`config.mk`:
```
export PLATFORM = sky130hd
export DESIGN_NAME = decode_execute_core
export DESIGN_NICKNAME = d
export VERILOG_FILES = /design/src/rtl/cpu_isa_pkg.sv /design/src/rtl/cpu_ctrl_pkg.sv /design/src/rtl/instruction_decoder.sv /design/src/rtl/decode_execution_register.sv /design/src/rtl/register_file.sv /design/src/rtl/alu_execute.sv /design/src/rtl/decode_execute_core.sv
export VERILOG_INCLUDE_DIRS = /design/src /design/src/rtl
export SDC_FILE = /design/constraint.sdc
export NUM_CORES = 1
export LEC_CHECK = 0
export BUFFER_PORTS_ARGS = -buffer_cell sky130_fd_sc_hd__buf_2
export CAP_MARGIN = 20
export CORE_ASPECT_RATIO = 0.9
export CORE_MARGIN = 1.5
export CORE_UTILIZATION = 25
export CTS_BUF_LIST = sky130_fd_sc_hd__clkbuf_8
export CTS_CLUSTER_SIZE = 12
export DETAILED_ROUTE_END_ITERATION = 7
export REMOVE_ABC_BUFFERS = 1
export SETUP_SLACK_MARGIN = 0.3
export SKIP_CTS_REPAIR_TIMING = 1
export SYNTH_ARGS = -nofsm -noshare
export SYNTH_HDL_FRONTEND = slang
export SYNTH_SLANG_ARGS = --single-unit
export TNS_END_PERCENT = 100
```
`constraint.sdc`:
```
create_clock -name clk_i -period 10.7 [get_ports clk_i]
set_input_delay 1.07 -clock clk_i [delete_from_list [all_inputs] [get_ports clk_i]]
set_output_delay 1.07 -clock clk_i [all_outputs]
set_load 0.01 [all_outputs]
```
`src/rtl/cpu_config.svh`:
```
`ifndef CPU_CONFIG_SVH
`define CPU_CONFIG_SVH

// ----------------------------------------------------------------------
// datapath sizing.
// ----------------------------------------------------------------------

// data word and program counter width.
`define CPU_WORD 16

// register address width.
`define CPU_ADDR_WIDTH 3

// general registers, must match the address width.
`define CPU_NUM_REGS 8

`endif

```
`src/rtl/cpu_isa_pkg.sv`:
```
`default_nettype none

`include "cpu_config.svh"

package cpu_isa_pkg;

  // ----------------------------------------------------------------------
  // opcodes.
  // ----------------------------------------------------------------------
  typedef enum logic [3:0] {
    OP_NOP  = 4'd0,
    OP_ADD  = 4'd1,
    OP_SUB  = 4'd2,
    OP_AND  = 4'd3,
    OP_OR   = 4'd4,
    OP_XOR  = 4'd5,
    OP_ADD3 = 4'd6,
    OP_ADDI = 4'd7,
    OP_MOVI = 4'd8,
    OP_CMP  = 4'd9
  } opcode_e;

  // ----------------------------------------------------------------------
  // instruction word.
  // ----------------------------------------------------------------------
  // tail holds rs2/rs3 for register ops.
  // ADDI reads it as a signed 6-bit immediate.
  // MOVI takes {rs1[1:0], tail} as an 8-bit value.
  typedef struct packed {
    opcode_e                     opcode;
    logic [`CPU_ADDR_WIDTH-1:0]  rd;
    logic [`CPU_ADDR_WIDTH-1:0]  rs1;
    logic [5:0]                  tail;
  } instruction_t;

endpackage

`default_nettype wire

```
`src/rtl/cpu_ctrl_pkg.sv`:
```
`default_nettype none

`include "cpu_config.svh"

package cpu_ctrl_pkg;

  // ----------------------------------------------------------------------
  // alu and operand selection.
  // ----------------------------------------------------------------------
  typedef enum logic [2:0] {
    ALU_PASS_B = 3'd0,
    ALU_ADD    = 3'd1,
    ALU_SUB    = 3'd2,
    ALU_AND    = 3'd3,
    ALU_OR     = 3'd4,
    ALU_XOR    = 3'd5
  } alu_op_e;

  typedef enum logic [1:0] {
    SRC_REG     = 2'd0,
    SRC_IMM     = 2'd1,
    SRC_ACC_IMM = 2'd2
  } alu_src_e;

  // decoded control, carried through the pipeline register.
  typedef struct packed {
    logic      rf_write;
    alu_src_e  alu_src_b;
    alu_op_e   alu_op;
    logic      update_flags;
    logic      use_rs3;
  } ctrl_t;

  // ----------------------------------------------------------------------
  // execute outputs.
  // ----------------------------------------------------------------------
  typedef struct packed {
    logic  zero;
    logic  negative;
    logic  carry;
  } flags_t;

  typedef struct packed {
    logic                        valid;
    logic                        rf_write;
    logic [`CPU_ADDR_WIDTH-1:0]  dest;
    logic [`CPU_WORD-1:0]        data;
    logic [`CPU_WORD-1:0]        pc;
  } wb_result_t;

endpackage

`default_nettype wire

```
`src/rtl/instruction_decoder.sv`:
```
`timescale 1ns/1ps
`default_nettype none

`include "cpu_config.svh"

module instruction_decoder (
  input  cpu_isa_pkg::instruction_t    instr_i,
  output cpu_ctrl_pkg::ctrl_t          ctrl_o,
  output logic [`CPU_ADDR_WIDTH-1:0]   rs1_o,
  output logic [`CPU_ADDR_WIDTH-1:0]   rs2_o,
  output logic [`CPU_ADDR_WIDTH-1:0]   rs3_o,
  output logic [`CPU_ADDR_WIDTH-1:0]   rd_o,
  output logic [`CPU_WORD-1:0]         imm_o,
  output logic [`CPU_WORD-1:0]         acc_imm_o
);

  import cpu_isa_pkg::*;
  import cpu_ctrl_pkg::*;

  // ----------------------------------------------------------------------
  // field extraction.
  // ----------------------------------------------------------------------
  assign rs1_o = instr_i.rs1;
  assign rs2_o = instr_i.tail[5:3];
  assign rs3_o = instr_i.tail[2:0];
  assign rd_o  = instr_i.rd;

  // sign-extended for ADDI.
  assign imm_o = {{(`CPU_WORD-6){instr_i.tail[5]}}, instr_i.tail};

  // low rs1 bits extend the tail to 8 bits.
  assign acc_imm_o = {{(`CPU_WORD-8){1'b0}}, instr_i.rs1[1:0], instr_i.tail};

  // ----------------------------------------------------------------------
  // control.
  // ----------------------------------------------------------------------
  always_comb begin
    ctrl_o              = '0;
    ctrl_o.alu_src_b    = SRC_REG;
    ctrl_o.alu_op       = ALU_PASS_B;

    case (instr_i.opcode)
      OP_ADD, OP_ADD3: begin
        ctrl_o.rf_write     = 1'b1;
        ctrl_o.alu_op       = ALU_ADD;
        ctrl_o.update_flags = 1'b1;
        ctrl_o.use_rs3      = (instr_i.opcode == OP_ADD3);
      end
      OP_SUB, OP_CMP: begin
        // compare only keeps the flags.
        ctrl_o.rf_write     = (instr_i.opcode == OP_SUB);
        ctrl_o.alu_op       = ALU_SUB;
        ctrl_o.update_flags = 1'b1;
      end
      OP_AND: begin
        ctrl_o.rf_write     = 1'b1;
        ctrl_o.alu_op       = ALU_AND;
        ctrl_o.update_flags = 1'b1;
      end
      OP_OR: begin
        ctrl_o.rf_write     = 1'b1;
        ctrl_o.alu_op       = ALU_OR;
        ctrl_o.update_flags = 1'b1;
      end
      OP_XOR: begin
        ctrl_o.rf_write     = 1'b1;
        ctrl_o.alu_op       = ALU_XOR;
        ctrl_o.update_flags = 1'b1;
      end
      OP_ADDI: begin
        ctrl_o.rf_write     = 1'b1;
        ctrl_o.alu_src_b    = SRC_IMM;
        ctrl_o.alu_op       = ALU_ADD;
        ctrl_o.update_flags = 1'b1;
      end
      OP_MOVI: begin
        ctrl_o.rf_write     = 1'b1;
        ctrl_o.alu_src_b    = SRC_ACC_IMM;
      end
      default: begin
        // NOP and unused encodings do nothing.
        ctrl_o.rf_write     = 1'b0;
      end
    endcase
  end

endmodule

`default_nettype wire

```
`src/rtl/decode_execution_register.sv`:
```
`timescale 1ns/1ps
`default_nettype none

`include "cpu_config.svh"

module decode_execution_register (
  input  logic                        clk_i,
  input  logic                        reset_i,
  input  logic                        flush_i,
  input  logic                        valid_i,
  input  cpu_ctrl_pkg::ctrl_t         ctrl_i,
  input  logic [`CPU_ADDR_WIDTH-1:0]  rs1_i,
  input  logic [`CPU_ADDR_WIDTH-1:0]  rs2_i,
  input  logic [`CPU_ADDR_WIDTH-1:0]  rs3_i,
  input  logic [`CPU_ADDR_WIDTH-1:0]  rd_i,
  input  logic [`CPU_WORD-1:0]        imm_i,
  input  logic [`CPU_WORD-1:0]        acc_imm_i,
  input  logic [`CPU_WORD-1:0]        pc_i,

  output logic                        valid_o,
  output cpu_ctrl_pkg::ctrl_t         ctrl_o,
  output logic [`CPU_ADDR_WIDTH-1:0]  rs1_o,
  output logic [`CPU_ADDR_WIDTH-1:0]  rs2_o,
  output logic [`CPU_ADDR_WIDTH-1:0]  rs3_o,
  output logic [`CPU_ADDR_WIDTH-1:0]  rd_o,
  output logic [`CPU_WORD-1:0]        imm_o,
  output logic [`CPU_WORD-1:0]        acc_imm_o,
  output logic [`CPU_WORD-1:0]        pc_o
);

  // reset first, then flush.
  always_ff @(posedge clk_i) begin
    if (reset_i) begin
      valid_o <= 1'b0;
    end else if (flush_i) begin
      valid_o <= 1'b0;
    end else begin
      valid_o <= valid_i;
    end
  end

  // payload follows decode every cycle.
  always_ff @(posedge clk_i) begin
    ctrl_o    <= ctrl_i;
    rs1_o     <= rs1_i;
    rs2_o     <= rs2_i;
    rs3_o     <= rs3_i;
    rd_o      <= rd_i;
    imm_o     <= imm_i;
    acc_imm_o <= acc_imm_i;
    pc_o      <= pc_i;
  end

endmodule

`default_nettype wire

```
`src/rtl/register_file.sv`:
```
`timescale 1ns/1ps
`default_nettype none

`include "cpu_config.svh"

module register_file (
  input  logic                        clk_i,
  input  logic                        reset_i,
  input  logic [`CPU_ADDR_WIDTH-1:0]  raddr1_i,
  input  logic [`CPU_ADDR_WIDTH-1:0]  raddr2_i,
  input  logic [`CPU_ADDR_WIDTH-1:0]  raddr3_i,
  output logic [`CPU_WORD-1:0]        rdata1_o,
  output logic [`CPU_WORD-1:0]        rdata2_o,
  output logic [`CPU_WORD-1:0]        rdata3_o,
  input  logic                        we_i,
  input  logic [`CPU_ADDR_WIDTH-1:0]  waddr_i,
  input  logic [`CPU_WORD-1:0]        wdata_i
);

  logic [`CPU_WORD-1:0] regs [`CPU_NUM_REGS];

  // asynchronous reads.
  assign rdata1_o = regs[raddr1_i];
  assign rdata2_o = regs[raddr2_i];
  assign rdata3_o = regs[raddr3_i];

  always_ff @(posedge clk_i) begin
    if (reset_i) begin
      for (int i = 0; i < `CPU_NUM_REGS; i++) begin
        regs[i] <= '0;
      end
    end else if (we_i) begin
      regs[waddr_i] <= wdata_i;
    end
  end

endmodule

`default_nettype wire

```
`src/rtl/alu_execute.sv`:
```
`timescale 1ns/1ps
`default_nettype none

`include "cpu_config.svh"

module alu_execute (
  input  logic                        clk_i,
  input  logic                        reset_i,
  input  logic                        valid_i,
  input  cpu_ctrl_pkg::ctrl_t         ctrl_i,
  input  logic [`CPU_ADDR_WIDTH-1:0]  rd_i,
  input  logic [`CPU_WORD-1:0]        imm_i,
  input  logic [`CPU_WORD-1:0]        acc_imm_i,
  input  logic [`CPU_WORD-1:0]        pc_i,
  input  logic [`CPU_WORD-1:0]        rdata1_i,
  input  logic [`CPU_WORD-1:0]        rdata2_i,
  input  logic [`CPU_WORD-1:0]        rdata3_i,
  output logic                        rf_we_o,
  output logic [`CPU_ADDR_WIDTH-1:0]  rf_waddr_o,
  output logic [`CPU_WORD-1:0]        rf_wdata_o,
  output cpu_ctrl_pkg::wb_result_t    result_o,
  output cpu_ctrl_pkg::flags_t        flags_o
);

  import cpu_ctrl_pkg::*;

  logic [`CPU_WORD-1:0]  operand_b;
  logic [`CPU_WORD:0]    alu_wide;
  flags_t                alu_flags;
  logic                  retire;

  // ----------------------------------------------------------------------
  // operand b and alu.
  // ----------------------------------------------------------------------
  always_comb begin
    case (ctrl_i.alu_src_b)
      SRC_IMM:     operand_b = imm_i;
      SRC_ACC_IMM: operand_b = acc_imm_i;
      default:     operand_b = ctrl_i.use_rs3 ? rdata3_i : rdata2_i;
    endcase
  end

  // top bit is carry on add, borrow on sub.
  always_comb begin
    case (ctrl_i.alu_op)
      ALU_ADD: alu_wide = {1'b0, rdata1_i} + {1'b0, operand_b};
      ALU_SUB: alu_wide = {1'b0, rdata1_i} - {1'b0, operand_b};
      ALU_AND: alu_wide = {1'b0, rdata1_i & operand_b};
      ALU_OR:  alu_wide = {1'b0, rdata1_i | operand_b};
      ALU_XOR: alu_wide = {1'b0, rdata1_i ^ operand_b};
      default: alu_wide = {1'b0, operand_b};
    endcase
  end

  assign alu_flags.zero     = (alu_wide[`CPU_WORD-1:0] == '0);
  assign alu_flags.negative = alu_wide[`CPU_WORD-1];
  assign alu_flags.carry    = alu_wide[`CPU_WORD];

  // ----------------------------------------------------------------------
  // writeback.
  // ----------------------------------------------------------------------
  // lands on the edge that closes execute.
  assign rf_we_o    = valid_i & ctrl_i.rf_write;
  assign rf_waddr_o = rd_i;
  assign rf_wdata_o = alu_wide[`CPU_WORD-1:0];

  // nop retires without a result.
  assign retire = valid_i & (ctrl_i.rf_write | ctrl_i.update_flags);

  always_ff @(posedge clk_i) begin
    if (reset_i) begin
      flags_o <= '0;
    end else if (valid_i && ctrl_i.update_flags) begin
      flags_o <= alu_flags;
    end
  end

  always_ff @(posedge clk_i) begin
    if (reset_i) begin
      result_o.valid    <= 1'b0;
      result_o.rf_write <= 1'b0;
    end else begin
      result_o.valid    <= retire;
      result_o.rf_write <= valid_i & ctrl_i.rf_write;
    end
    result_o.dest <= rd_i;
    result_o.data <= alu_wide[`CPU_WORD-1:0];
    result_o.pc   <= pc_i;
  end

endmodule

`default_nettype wire

```
`src/rtl/decode_execute_core.sv`:
```
`timescale 1ns/1ps
`default_nettype none

`include "cpu_config.svh"

module decode_execute_core (
  input  logic                      clk_i,
  input  logic                      reset_i,
  input  logic                      instr_valid_i,
  input  cpu_isa_pkg::instruction_t instr_i,
  input  logic [`CPU_WORD-1:0]      pc_i,
  input  logic                      flush_i,
  output cpu_ctrl_pkg::wb_result_t  result_o,
  output cpu_ctrl_pkg::flags_t      flags_o
);

  import cpu_ctrl_pkg::*;

  // ----------------------------------------------------------------------
  // decode stage.
  // ----------------------------------------------------------------------
  ctrl_t                       decode_ctrl;
  logic [`CPU_ADDR_WIDTH-1:0]  decode_rs1;
  logic [`CPU_ADDR_WIDTH-1:0]  decode_rs2;
  logic [`CPU_ADDR_WIDTH-1:0]  decode_rs3;
  logic [`CPU_ADDR_WIDTH-1:0]  decode_rd;
  logic [`CPU_WORD-1:0]        decode_imm;
  logic [`CPU_WORD-1:0]        decode_acc_imm;

  // execute stage.
  logic                        ex_valid;
  ctrl_t                       ex_ctrl;
  logic [`CPU_ADDR_WIDTH-1:0]  ex_rs1;
  logic [`CPU_ADDR_WIDTH-1:0]  ex_rs2;
  logic [`CPU_ADDR_WIDTH-1:0]  ex_rs3;
  logic [`CPU_ADDR_WIDTH-1:0]  ex_rd;
  logic [`CPU_WORD-1:0]        ex_imm;
  logic [`CPU_WORD-1:0]        ex_acc_imm;
  logic [`CPU_WORD-1:0]        ex_pc;
  logic [`CPU_WORD-1:0]        rdata1;
  logic [`CPU_WORD-1:0]        rdata2;
  logic [`CPU_WORD-1:0]        rdata3;

  // register file write port.
  logic                        rf_we;
  logic [`CPU_ADDR_WIDTH-1:0]  rf_waddr;
  logic [`CPU_WORD-1:0]        rf_wdata;

  instruction_decoder u_decoder (
    .instr_i   (instr_i),
    .ctrl_o    (decode_ctrl),
    .rs1_o     (decode_rs1),
    .rs2_o     (decode_rs2),
    .rs3_o     (decode_rs3),
    .rd_o      (decode_rd),
    .imm_o     (decode_imm),
    .acc_imm_o (decode_acc_imm)
  );

  decode_execution_register u_de_reg (
    .clk_i     (clk_i),
    .reset_i   (reset_i),
    .flush_i   (flush_i),
    .valid_i   (instr_valid_i),
    .ctrl_i    (decode_ctrl),
    .rs1_i     (decode_rs1),
    .rs2_i     (decode_rs2),
    .rs3_i     (decode_rs3),
    .rd_i      (decode_rd),
    .imm_i     (decode_imm),
    .acc_imm_i (decode_acc_imm),
    .pc_i      (pc_i),
    .valid_o   (ex_valid),
    .ctrl_o    (ex_ctrl),
    .rs1_o     (ex_rs1),
    .rs2_o     (ex_rs2),
    .rs3_o     (ex_rs3),
    .rd_o      (ex_rd),
    .imm_o     (ex_imm),
    .acc_imm_o (ex_acc_imm),
    .pc_o      (ex_pc)
  );

  // ----------------------------------------------------------------------
  // execute stage.
  // ----------------------------------------------------------------------
  register_file u_regs (
    .clk_i    (clk_i),
    .reset_i  (reset_i),
    .raddr1_i (ex_rs1),
    .raddr2_i (ex_rs2),
    .raddr3_i (ex_rs3),
    .rdata1_o (rdata1),
    .rdata2_o (rdata2),
    .rdata3_o (rdata3),
    .we_i     (rf_we),
    .waddr_i  (rf_waddr),
    .wdata_i  (rf_wdata)
  );

  alu_execute u_execute (
    .clk_i      (clk_i),
    .reset_i    (reset_i),
    .valid_i    (ex_valid),
    .ctrl_i     (ex_ctrl),
    .rd_i       (ex_rd),
    .imm_i      (ex_imm),
    .acc_imm_i  (ex_acc_imm),
    .pc_i       (ex_pc),
    .rdata1_i   (rdata1),
    .rdata2_i   (rdata2),
    .rdata3_i   (rdata3),
    .rf_we_o    (rf_we),
    .rf_waddr_o (rf_waddr),
    .rf_wdata_o (rf_wdata),
    .result_o   (result_o),
    .flags_o    (flags_o)
  );

endmodule

`default_nettype wire

```
# == After elaboration in Yosys (flattened, before gate mapping) ==
# Memory sizes are Yosys's and may differ from the RTL's. A register that Yosys moved wholly into a read port is not among the register bits.
# Cells that the tools add are included.
# classes
n_addsub,2
bitwise,6
n_div,0
muxes,14
eq_ne,16
n_lt_le_gt_ge,0
shifts,0
n_reduce_logical,8
mul,0
# ops
op,count
$pmux W17 S5,1
$mux W16,2
$pmux W16 S2,1
$pmux W4 S5,1
$add A16 B16 Y17,1
$sub A16 B16 Y17,1
$and A16 B16 Y16,1
$eq A4 B3 Y1 const B,4
$logic_not A16 Y1,1
$or A16 B16 Y16,1
$reduce_or A16 Y1,1
$xor A16 B16 Y16,1
$eq A4 B2 Y1 const B,2
$eq A4 B4 Y1 const B,2
$reduce_or A7 Y1,1
$eq A3 B2 Y1 const B,2
$eq A3 B3 Y1 const B,2
$mux W1,6
$reduce_or A2 Y1,3
$eq A4 B1 Y1 const B,1
$pmux W2 S2,1
$eq A3 B1 Y1 const B,1
$mux W3,1
$reduce_or A3 Y1,1
6 further kinds,7
# word_totals
memories,1
ff_bits,82
latch_bits,0
mem_bits_ro,0
out_inout_bits,40
mem_bits_rw,128
# memory_table
memory,depth,width,read_ports,rd_ports_with_merged_regs,wr,line,rtl
u_regs.regs,8,16,3,3,8,register_file.sv:20,logic [`CPU_WORD-1:0] regs [`CPU_NUM_REGS];

# == Depth between registers and ports, before layout ==
# Gate-level depths: netlist of the first run.
# depth
depth_word,6
ltp_mapped,24

# == Cells and area by module ==
# A second synthesis of the first run with hierarchy kept.
# unflattened
cells_unflattened,1102
area_unflattened_um2,13852.0
# modules_own_cells
module,cells_each,area_per_inst_um2,instances,seq_area_each_um2
register_file,487,8018.9,1,3843.7
alu_execute,486,4000.1,1,800.8
decode_execution_register,70,1393.8,1,1381.3
instruction_decoder,59,439.2,1,0.0

# == Worst setup path after synthesis of the first run ==
# OpenSTA, ideal clock, no wires.
# synth_timing
path_type,register to register
start,register u_de_reg.ctrl_o[5] in the netlist's numbering
end,register u_execute.flags_o[2] (netlist name)
stages_incl_launch_ff,23
period_less_slack_ps,4985
arrival_time_ps,4889
path_buffers,1
t_required_ps,10604
setup_time_ps,96
slack_ps,5715
cell_sequence,dfxtp_1 -> inv_1 -> ha_1 -> clkbuf_1 -> o21ba_2 -> a21oi_1 -> a21oi_1 -> a221o_2 -> nor4_2 -> and2_1 -> and3_1 -> a21oi_1 -> xnor2_1 -> ha_1 -> a21oi_1 -> nand2_1 -> nor3b_1 -> a2111o_1 -> o31ai_1 -> nand2_1 -> nor4b_2 -> nand4_1 -> o41ai_2
# synth_via
elab_chain_len,5
elab_cells_between_ends,10
# synth_rtl
item,line,rtl
start: declaration,decode_execution_register.sv:21,"output cpu_ctrl_pkg::ctrl_t ctrl_o,"
start signal: assignment,decode_execution_register.sv:44,ctrl_o <= ctrl_i;
$eq A2 B2 Y1 or $eq A2 B1 Y1 (tied branches),alu_execute.sv:36,case (ctrl_i.alu_src_b)
$pmux W16 S2 (*),alu_execute.sv:36,
$sub A16 B16 Y17 (tied with other cells),alu_execute.sv:47,"ALU_SUB: alu_wide = {1'b0, rdata1_i} - {1'b0, operand_b};"
$pmux W17 S5 (*),alu_execute.sv:45,case (ctrl_i.alu_op)
$logic_not A16 Y1 (*),alu_execute.sv:55,assign alu_flags.zero = (alu_wide[`CPU_WORD-1:0] == '0);
# Mark *: on every way between the ends. The rest lies on a longest branch, timed or not.
# A chain may end at the register's enable or synchronous reset.

# == Worst setup path in the final report of the first run ==
# layout_timing
start,register u_de_reg.acc_imm_o[0]
end,register u_execute.flags_o[2] (netlist name)
# layout_via
elab_chain_len,4
elab_cells_between_ends,8
# layout_rtl
item,line,rtl
start: declaration,decode_execution_register.sv:27,"output logic [`CPU_WORD-1:0] acc_imm_o,"
start signal: assignment,decode_execution_register.sv:50,acc_imm_o <= acc_imm_i;
$pmux W16 S2 (*),alu_execute.sv:36,
$sub A16 B16 Y17 (tied with other cells),alu_execute.sv:47,
$pmux W17 S5 (*),alu_execute.sv:45,
$logic_not A16 Y1 (*),alu_execute.sv:55,
# Marks and branches as above.

==> metrics, run 1 <==
Cell Rows 75; Worst Path Arrival 6.31 ns; final WL 36.5 mm; pin count of the biggest net entering global routing 44; clk root buf clkbuf_8; FFs w/ async S/R, synth 0; Port Buffers 75; area grow syn2layout 16.2%; worst-path maximum fanout 43; CTS buffer count 38; clock slew at reported path FFs 0.06 ns; vias per inst 5.15; number of synthesized flops with an enable pin 128; drt pass-1 iters 5; status complete, no violations; post-route setup TNS 0 ns; YS warnings 0; unrepaired setup endpoints after global routing false; static leakage 5.64 nW; height of the die 211 um; CORE AREA 46900 um2; RD Place Congestion 0.867; CP startpoint kind flop; # IOs 76; GR Util met1 0.206; GRT overflow 0; r2r setup slk 4.86 ns; post-synthesis sequential area ratio 0.450; Hold Path Class reg2reg; sequential cell area 5390 um2; Synth Cell Area 12000 um2; HPWL Detailed 24.5 mm; commonest non-fill, non-tap cell in the layout nor2_1; Critical Path RT 11.17 ns; Avg WL per Cell 20.8 um; htree depth 2; Worst Setup SP u_de_reg.acc_imm_o[0]$_DFF_P_; # diodes 0; Top FF cell, synth edfxtp_1; vias in the first global route 8959; most frequent cells in the layout nor2_1, edfxtp_1, buf_2, dfxtp_1, mux4_2; synth unique cells 81; initial drt markers 898; post-route minimum period 5.84 ns; setup violators final 0; RR Startpoint u_de_reg.acc_imm_o[0]$_DFF_P_; FILL cells 4829; clock skew 0.0330 ns; Mapped Avg Cell Area 11.6 um2; hold_sp u_de_reg.pc_o[15]$_DFF_P_; final worst-path cycle share 0.546; Max-Slew Margin vs Limit 0.265; actual slew at the worst max-slew pin 1.10 ns; routing usage on met3 0.0388; Most Used Layer, Global Route met2; clk_lat worst skew 0.57 ns; Die X 234 um; overall power 2.24 mW; Syn Inst Count 1035; die area 49200 um2; DR vias 9022; Peak VDD IR 0.116 mV; Setup CP Type reg2reg; layout cells sized above 1 0.230; multi-input logic area 6040 um2; FF+latch count, synth 205; Clock Path Buffers 3; Pins Over Slew Limit 0; Nets 1196; Max-cap violations 0; DRC 0; GR Layer Usage met2 0.226; Max Freq 171 MHz; Initial Util 0.255; first-pass GRT wire length 54.8 mm; Fin. Hold Viols 0; clk sinks 205; TritonCTS clock tree yes; initial antenna violation count 0; ANT nets after route 0; GR Util All Layers 0.148; power per cell area 161 nW/um2; crit path capture type flop
## kinds of logic after synthesis
kind of cell / Yosys count / synth area share
mux: 147 / 0.213
buf+inv: 129 / 0.0453
compound gates: 181 / 0.106
flops: 205 / 0.450
simple gates: 301 / 0.116
fa+ha+maj: 52 / 0.0550
xor+xnor: 20 / 0.0146
## synthesized netlist by cell type, types with 5 or more instances
master      n  area (um2)
nor2_1    170         638
edfxtp_1  128        3840
dfxtp_1    77        1540
mux4_2     71        1600
a21oi_1    70         350
mux2i_1    60         601
inv_1      59         221
ha_1       51         638
clkbuf_1   39         146
nand2_1    36         135
o21ai_0    16        80.1
xnor2_1    16         140
buf_2      15        75.1
nand2b_1   12        75.1
nor2b_1    12        75.1
and2_1     11        68.8
and3_1     11        68.8
mux4_1     11         289
nand3_1    11        55.1
a22o_1      8        70.1
a31oi_1     8        50.1
buf_1       8        30.0
o211ai_1    8        60.1
nor3_1      7        35.0
o21a_1      7        52.6
a211o_1     5        43.8
a211oi_1    5        37.5
nor3b_1     5        37.5
o31ai_1     5        37.5
## sequential cells by signal (all words and copies together), names as in the netlist, named ones only
signal	flops
u_de_reg.ctrl_o	8
u_de_reg.acc_imm_o	5
u_execute.flags_o	3
u_de_reg.valid_o	1
u_regs.regs	128
u_de_reg.imm_o	3
u_de_reg.pc_o	16
u_execute.result_o	37
u_de_reg.rd_o	3
## power by group
part	switching (mW)	internal, mW	total (mW)
Combinational	0.322	0.197	0.520
Clock	0.350	0.460	0.810
Sequential	0.0238	0.883	0.906
## worst max-delay path, stage by stage (launching register included)
cell,delay [ns]
dfxtp_2,0.31
buf_4,0.62
mux4_2,0.60
o21ai_0,0.16
o211ai_1,0.28
nor4_2,0.40
and2_1,0.19
and3_1,0.26
a21oi_1,0.11
xnor2_1,0.18
ha_1,0.40
o2111ai_1,0.13
a21oi_1,0.30
o21ai_0,0.14
a21boi_0,0.26
mux2i_1,0.23
a22o_1,0.48
nand4_1,0.37
o41ai_2,0.29
## through the flow
stage | area [um2] | std cells | hold WS (ns) | utilization | worst slack [ns]
global placement | 13000 | 1679 | 0.310 | 0.276 | 5.02
finish | 13900 | 1753 | 0.312 | 0.296 | 4.86
global route | 13900 | 1753 | 0.325 | 0.296 | 4.43
CTS | 13900 | 1752 | 0.321 | 0.296 | 4.88
floorplan | 11700 | 968 | 0.310 | - | 4.47
detailed placement | 13100 | 1683 | 0.312 | 0.279 | 4.91
## layout make-up
cell class | count | share of cell area
sequential | 205 | 0.388
clock inverter | 24 | 0.0146
timing repair buffer | 100 | 0.0468
tap | 616 | 0.0554
clock buffer | 45 | 0.0445
multi-input combinational | 701 | 0.434
inverter | 62 | 0.0167
## path summary, 6_finish.rpt
check / to / cells after the start
setup / recovery: u_execute.flags_o[2]$_SDFFE_PP0P_ / 18
hold reg to reg: u_execute.result_o[15]$_DFF_P_ / 0
hold / removal: u_execute.result_o[15]$_DFF_P_ / 0
setup reg to reg: u_execute.flags_o[2]$_SDFFE_PP0P_ / 18
## routing by layer
metal,share of wire,up-vias
li1,-,4009
met1,0.43,4453
met2,0.44,485
met3,0.10,75
met4,0.024,0
met5,0,-
Note: power is estimated with default switching activity, not from simulation.
==> run 2, diff against run 1 <==
Clock period 10.7 ns to 6 ns, I/O delays scaled along.
==> run 2 against run 1 <==
Clock skew shrank 0.0073 ns. Die area is the same. Worst setup slack lost 4.3 ns. Cell area grew 0.54%. Global-route usage grew 0.23 points. Flip-flop and latch count is the same. Total power grew 77%. First-iteration DRC count shrank 0.56%. Core utilization grew 0.16 points. Sequential power grew 81%. Routed wire length grew 1.9%. Critical path depth grew 1.
==> metrics, run 2 (same netlist as run 1, synthesis figures left out) <==
GRT overflow 0 (unchanged); Pins Over Slew Limit 0 (unchanged); final WL 37.2 mm (was 36.5 mm); CP startpoint kind flop (unchanged); P_sw 1.25 mW (was 0.696 mW); clock slew at reported path FFs 0.07 ns (was 0.06 ns); Max-Slew Margin vs Limit 0.264 (was 0.265); max incr delay on CP 0.72 ns (was 0.62 ns); CP Cell Sequence buf_4 > mux4_1 > mux2i_1 > o211ai_1 > nor4_2 > and2_1 > and3_1 > a21oi_1 > xnor2_1 > ha_1 > a21oi_1 > nand2_1 > nor3b_1 > a2111o_1 > o31ai_1 > nand2_1 > nor4b_2 > nand4_1 > o41ai_2 (was buf_4 > mux4_2 > o21ai_0 > o211ai_1 > nor4_2 > and2_1 > and3_1 > a21oi_1 > xnor2_1 > ha_1 > o2111ai_1 > a21oi_1 > o21ai_0 > a21boi_0 > mux2i_1 > a22o_1 > nand4_1 > o41ai_2); slowest library cell on the worst path dfxtp_1 (was buf_4); die area 49200 um2 (unchanged); initial drt markers 893 (was 898); vias in the first global route 8928 (was 8959); FILL cells 4856 (was 4829); clk root buf clkbuf_8 (unchanged); worst-path maximum fanout 11 (was 43); combinational power share 0.233 (was 0.232); GR Util All Layers 0.150 (was 0.148); final instance area 14000 um2 (was 13900 um2); clk sinks 205 (unchanged); Cell Rows 75 (unchanged); area grow syn2layout 16.8% (was 16.2%); CORE AREA 46900 um2 (unchanged); Initial Util 0.255 (unchanged); clock skew 0.0258 ns (was 0.0330 ns); DR vias 9107 (was 9022); TritonCTS clock tree yes (unchanged); sequential cell area 5400 um2 (was 5390 um2); Fin. Hold Viols 0 (unchanged); Hold Path Class in2reg (was reg2reg); Sw Share 0.315 (was 0.311); height of the die 211 um (unchanged); pin count of the biggest net entering global routing 40 (was 44); Setup CP Type reg2reg (unchanged); # IOs 76 (unchanged); status complete, no violations (unchanged); first-pass GRT wire length 55.6 mm (was 54.8 mm); Peak VDD IR 0.189 mV (was 0.116 mV); Avg WL per Cell 21.0 um (was 20.8 um); most frequent cells in the layout nor2_1, edfxtp_1, buf_2, inv_1 (was nor2_1, edfxtp_1, buf_2, dfxtp_1, mux4_2); CTS buffer count 38 (unchanged); HPWL Detailed 25.8 mm (was 24.5 mm); top flop regs u_regs.regs (128), u_execute.result_o (37), u_de_reg.pc_o (16) (unchanged); Die X 234 um (unchanged); post-route minimum period 5.44 ns (was 5.84 ns); setup violators final 0 (unchanged); Int Power 2.71 mW (was 1.54 mW); Sequential Power Share 0.414 (was 0.405); htree depth 2 (unchanged); Max-cap violations 0 (unchanged); Critical Path RT 6.48 ns (was 11.17 ns); Worst Path Arrival 5.92 ns (was 6.31 ns); actual slew at the worst max-slew pin 1.10 ns (about the same); Max Freq 184 MHz (was 171 MHz); Most flops, register u_regs.regs (unchanged); multi-input logic area 6050 um2 (was 6040 um2); CP top delay family simple AND/OR/NAND/NOR gates (was compound AO/OA/AOI/OAI gates); flip-flop count of the largest register after layout 128 (unchanged); clock network power share 0.354 (was 0.362); Port Buffers 75 (unchanged); static leakage 5.70 nW (was 5.64 nW); Nets 1212 (was 1196); power per cell area 283 nW/um2 (was 161 nW/um2); clk_lat worst skew 0.58 ns (was 0.57 ns); drt pass-1 iters 5 (unchanged); Hold Slack 0.120 ns (was 0.312 ns); final worst-path cycle share 0.907 (was 0.546); RD Place Congestion 0.899 (was 0.867); crit path capture type flop (unchanged); Buf/Inv on CP 1 (unchanged); ANT nets after route 0 (unchanged); vias per inst 5.15 (about the same); layout cells sized above 1 0.241 (was 0.230); initial antenna violation count 0 (unchanged); commonest non-fill, non-tap cell in the layout nor2_1 (unchanged); Placement Cell Area 13100 um2 (about the same); unrepaired setup endpoints after global routing false (unchanged); Clock Path Buffers 3 (unchanged); DRC 0 (unchanged)
run 2: cell count changes in the layout (fill, tap and decap cells not counted), sizes merged:
cell / before / now
buf: 100 / 116
inv: 72 / 77
clkinv: 9 / 6
bufinv: 3 / 2
clkinvlp: 2 / 1
diode: 0 / 1
run 2: final cells by class:
cell class / instances / area share
Clock buffer: 45 / 0.0443
Timing Repair Buffer: 116 / 0.0530
Tap cell: 616 / 0.0551
Clock inverter: 24 / 0.0124
Multi-Input combinational cell: 701 / 0.433
Sequential cell: 205 / 0.386
Antenna cell: 1 / 0.000179
Inverter: 62 / 0.0166
run 2: power by group through the flow:
stage	Sequential, mW	Combinational (mW)	Clock [mW]
after global placement	1.67	0.890	0
after global routing	1.65	0.999	1.50
after floorplan	1.68	0.562	0
final	1.64	0.922	1.40
after CTS	1.64	0.903	1.44
after detailed placement	1.67	0.898	0
run 2: through the flow:
step	TNS [ns]	cells	setup WS (ns)	utilization	power, mW
after floorplan	-0.234	968	-0.234	-	2.24
after global placement	0	1692	0.755	0.278	2.56
after detailed placement	0	1693	0.626	0.279	2.57
after CTS	0	1762	0.614	0.296	3.98
after global routing	0	1769	0.333	0.298	4.14
final	0	1770	0.560	0.298	3.96
run 2: per-layer routing:
metal / vias up / GRT usage / part of all wire
li1: 4035 / - / -
met1: 4529 / 0.213 / 0.43
met2: 491 / 0.228 / 0.44
met3: 52 / 0.0383 / 0.10
met4: 0 / 0.0371 / 0.018
met5: - / 0 / 0
run 2: path summary, 6_finish.rpt:
path	from	cells after the start	slack [ns]	end
worst max-delay path	u_de_reg.acc_imm_o[5]$_DFF_P_	19	0.56	u_execute.flags_o[2]$_SDFFE_PP0P_
worst max register to register	u_de_reg.acc_imm_o[5]$_DFF_P_	19	0.56	u_execute.flags_o[2]$_SDFFE_PP0P_
worst min register to register	u_de_reg.pc_o[0]$_DFF_P_	0	0.32	u_execute.result_o[0]$_DFF_P_
worst min-delay path	instr_i[7]	1	0.12	u_de_reg.acc_imm_o[7]$_DFF_P_
==> run 3, diff against run 2 <==
Settings changed: PLACE_DENSITY_LB_ADDON set to 0.05.
==> run 3 against run 2 <==
Register-to-register slack better by 0.19 ns. Fmax is 3.5% higher. Non-clock buffer count is 16 higher. Routed wire length is 23% higher. Worst setup slack better by 0.19 ns. Clock skew is 0.0070 ns higher. Total power is 4.6% higher. Clock power is 9% higher. Largest power group unchanged. Highest routed layer is now met5.
==> metrics, run 3 (same netlist as run 1, synthesis figures left out) <==
pin count of the biggest net entering global routing 40 (unchanged); static leakage 5.83 nW (was 5.70 nW); Critical Path RT 6.49 ns (was 6.48 ns); power per cell area 292 nW/um2 (was 283 nW/um2); vias per inst 5.02 (was 5.15); Worst Path Arrival 5.74 ns (was 5.92 ns); Setup CP Type reg2reg (unchanged); Inst Count DP 1715 (was 1693); RD Place Congestion 0.787 (was 0.899); drt pass-1 iters 5 (unchanged); setup violators final 0 (unchanged); crit path capture type flop (unchanged); Max-Slew Margin vs Limit 0.406 (was 0.264); Hold Slack 0.114 ns (was 0.120 ns); R2R depth 20 (was 19); Max-cap violations 0 (unchanged); CP startpoint kind flop (unchanged); Avg WL per Cell 25.5 um (was 21.0 um); Cell Rows 75 (unchanged); htree depth 2 (unchanged); CP Cell Sequence buf_12 > mux4_2 > nand2_1 > a21oi_1 > a221o_1 > inv_1 > ha_1 > nor2_1 > xnor2_1 > ha_1 > nor2b_1 > o31ai_1 > buf_4 > a22o_1 > mux2i_1 > a22o_1 > nand2_1 > nor4b_2 > nand4_1 > o41ai_2 (was buf_4 > mux4_1 > mux2i_1 > o211ai_1 > nor4_2 > and2_1 > and3_1 > a21oi_1 > xnor2_1 > ha_1 > a21oi_1 > nand2_1 > nor3b_1 > a2111o_1 > o31ai_1 > nand2_1 > nor4b_2 > nand4_1 > o41ai_2); Peak VDD IR 0.147 mV (was 0.189 mV); clk sinks 205 (unchanged); Port Buffers 75 (unchanged); GR Util All Layers 0.188 (was 0.150); top flop regs u_regs.regs (128), u_execute.result_o (37), u_de_reg.pc_o (16) (unchanged); hold_sp instr_i[8] (was instr_i[7]); die area 49200 um2 (unchanged); Hold Path Class in2reg (unchanged); status complete, no violations (unchanged); clk_lat worst skew 0.59 ns (was 0.58 ns); TritonCTS clock tree yes (unchanged); Cells on Worst Hold Path 1 (unchanged); GRT overflow 0 (unchanged); FILL cells 4901 (was 4856); Clock Path Buffers 3 (unchanged); Initial Util 0.255 (unchanged); Die X 234 um (unchanged); final WL 45.6 mm (was 37.2 mm); r2r setup slk 0.75 ns (was 0.56 ns); Max Freq 190 MHz (was 184 MHz); actual slew at the worst max-slew pin 0.888 ns (was 1.10 ns); unrepaired setup endpoints after global routing false (unchanged); Most flops, register u_regs.regs (unchanged); initial antenna violation count 1 (was 0); DRC 0 (unchanged); multi-input logic area 6080 um2 (was 6050 um2); slowest library cell on the worst path mux4_2 (was dfxtp_1); first-pass GRT wire length 66.0 mm (was 55.6 mm); CTS buffer count 42 (was 38); Cell Count, Final, Fillers Out 1792 (was 1770); final worst-path cycle share 0.876 (was 0.907); DR vias 8991 (was 9107); Pins Over Slew Limit 0 (unchanged); Fin. Hold Viols 0 (unchanged); post-route minimum period 5.25 ns (was 5.44 ns); # diodes 0 (was 1); clock skew 0.0328 ns (was 0.0258 ns); RR Startpoint u_de_reg.imm_o[3]$_DFF_P_ (was u_de_reg.acc_imm_o[5]$_DFF_P_); flip-flop count of the largest register after layout 128 (unchanged); clk root buf clkbuf_8 (unchanged); Nets 1232 (was 1212); ANT nets after route 0 (unchanged); most frequent cells in the layout nor2_1, edfxtp_1, inv_1, buf_2, dfxtp_1 (was nor2_1, edfxtp_1, buf_2, inv_1); vias in the first global route 9180 (was 8928); initial drt markers 682 (was 893); height of the die 211 um (unchanged); worst-path maximum fanout 27 (was 11); sequential cell area 5390 um2 (was 5400 um2); # IOs 76 (unchanged); CORE AREA 46900 um2 (unchanged); clock slew at reported path FFs 0.06 ns (was 0.07 ns); area grow syn2layout 18.6% (was 16.8%); layout cells sized above 1 0.254 (was 0.241); commonest non-fill, non-tap cell in the layout nor2_1 (unchanged); max incr delay on CP 0.54 ns (was 0.72 ns); worst reg2reg path endpoint u_execute.flags_o[2]$_SDFFE_PP0P_ (unchanged); HPWL Detailed 31.9 mm (was 25.8 mm)
==> run 3: stage by stage <==
step	cell area (um2)	setup WS, ns	power (mW)	utilization	setup TNS (ns)
floorplan	11700	-0.234	2.24	-	-0.234
global placement	13200	0.541	2.66	0.282	0
detailed placement	13300	0.481	2.64	0.283	0
CTS	14100	0.423	4.21	0.301	0
global route	14200	0.304	4.35	0.303	0
finish	14200	0.746	4.14	0.303	0
==> run 3: final cells by class <==
| cell class | count | area share |
|---|---|---|
| Timing Repair Buffer | 132 | 0.0603 |
| Sequential cell | 205 | 0.380 |
| Clock buffer | 50 | 0.0485 |
| Tap cell | 616 | 0.0543 |
| Inverter | 62 | 0.0164 |
| Multi-Input combinational cell | 701 | 0.428 |
| Clock inverter | 26 | 0.0127 |
==> run 3: worst max path at each step <==
stage	start	to	slack (ns)	cells after the start
2_1_floorplan	u_de_reg.acc_imm_o[0]$_DFF_P_	u_execute.flags_o[2]$_SDFFE_PP0P_	-0.23	17
3_3_place_gp	u_de_reg.ctrl_o[5]$_DFF_P_	u_execute.flags_o[2]$_SDFFE_PP0P_	0.54	19
3_5_place_dp	u_de_reg.ctrl_o[5]$_DFF_P_	u_execute.flags_o[2]$_SDFFE_PP0P_	0.48	19
4_1_cts	u_de_reg.ctrl_o[5]$_DFF_P_	u_execute.flags_o[2]$_SDFFE_PP0P_	0.42	19
5_1_grt	u_de_reg.ctrl_o[5]$_DFF_P_	u_execute.flags_o[2]$_SDFFE_PP0P_	0.30	20
6_report	u_de_reg.imm_o[3]$_DFF_P_	u_execute.flags_o[2]$_SDFFE_PP0P_	0.75	20
==> run 3: power by group <==
part	leakage (nW)	internal [mW]	switching, mW
Clock	0.505	0.880	0.645
Combinational	3.36	0.373	0.608
Sequential	1.97	1.57	0.0644
Total	5.83	2.83	1.32
==> run 3: critical path, delay by kind of cell (launching register included) <==
kind,cells,cell delay [ns]
AO/OA/AOI/OAI,6,1.53
multiplexers,2,0.86
AND/OR/NAND/NOR,6,0.85
buffers and inverters,3,0.64
adder cells (fa/ha/maj),2,0.58
flip-flops,1,0.47
XOR/XNOR,1,0.17
==> run 3: layer usage <==
layer	up-vias	routed length, um	global-route usage
met4	2	964	0.0539
met1	4621	21800	0.268
li1	4074	-	-
met5	-	13	0
met2	234	20600	0.290
met3	60	2240	0.0338
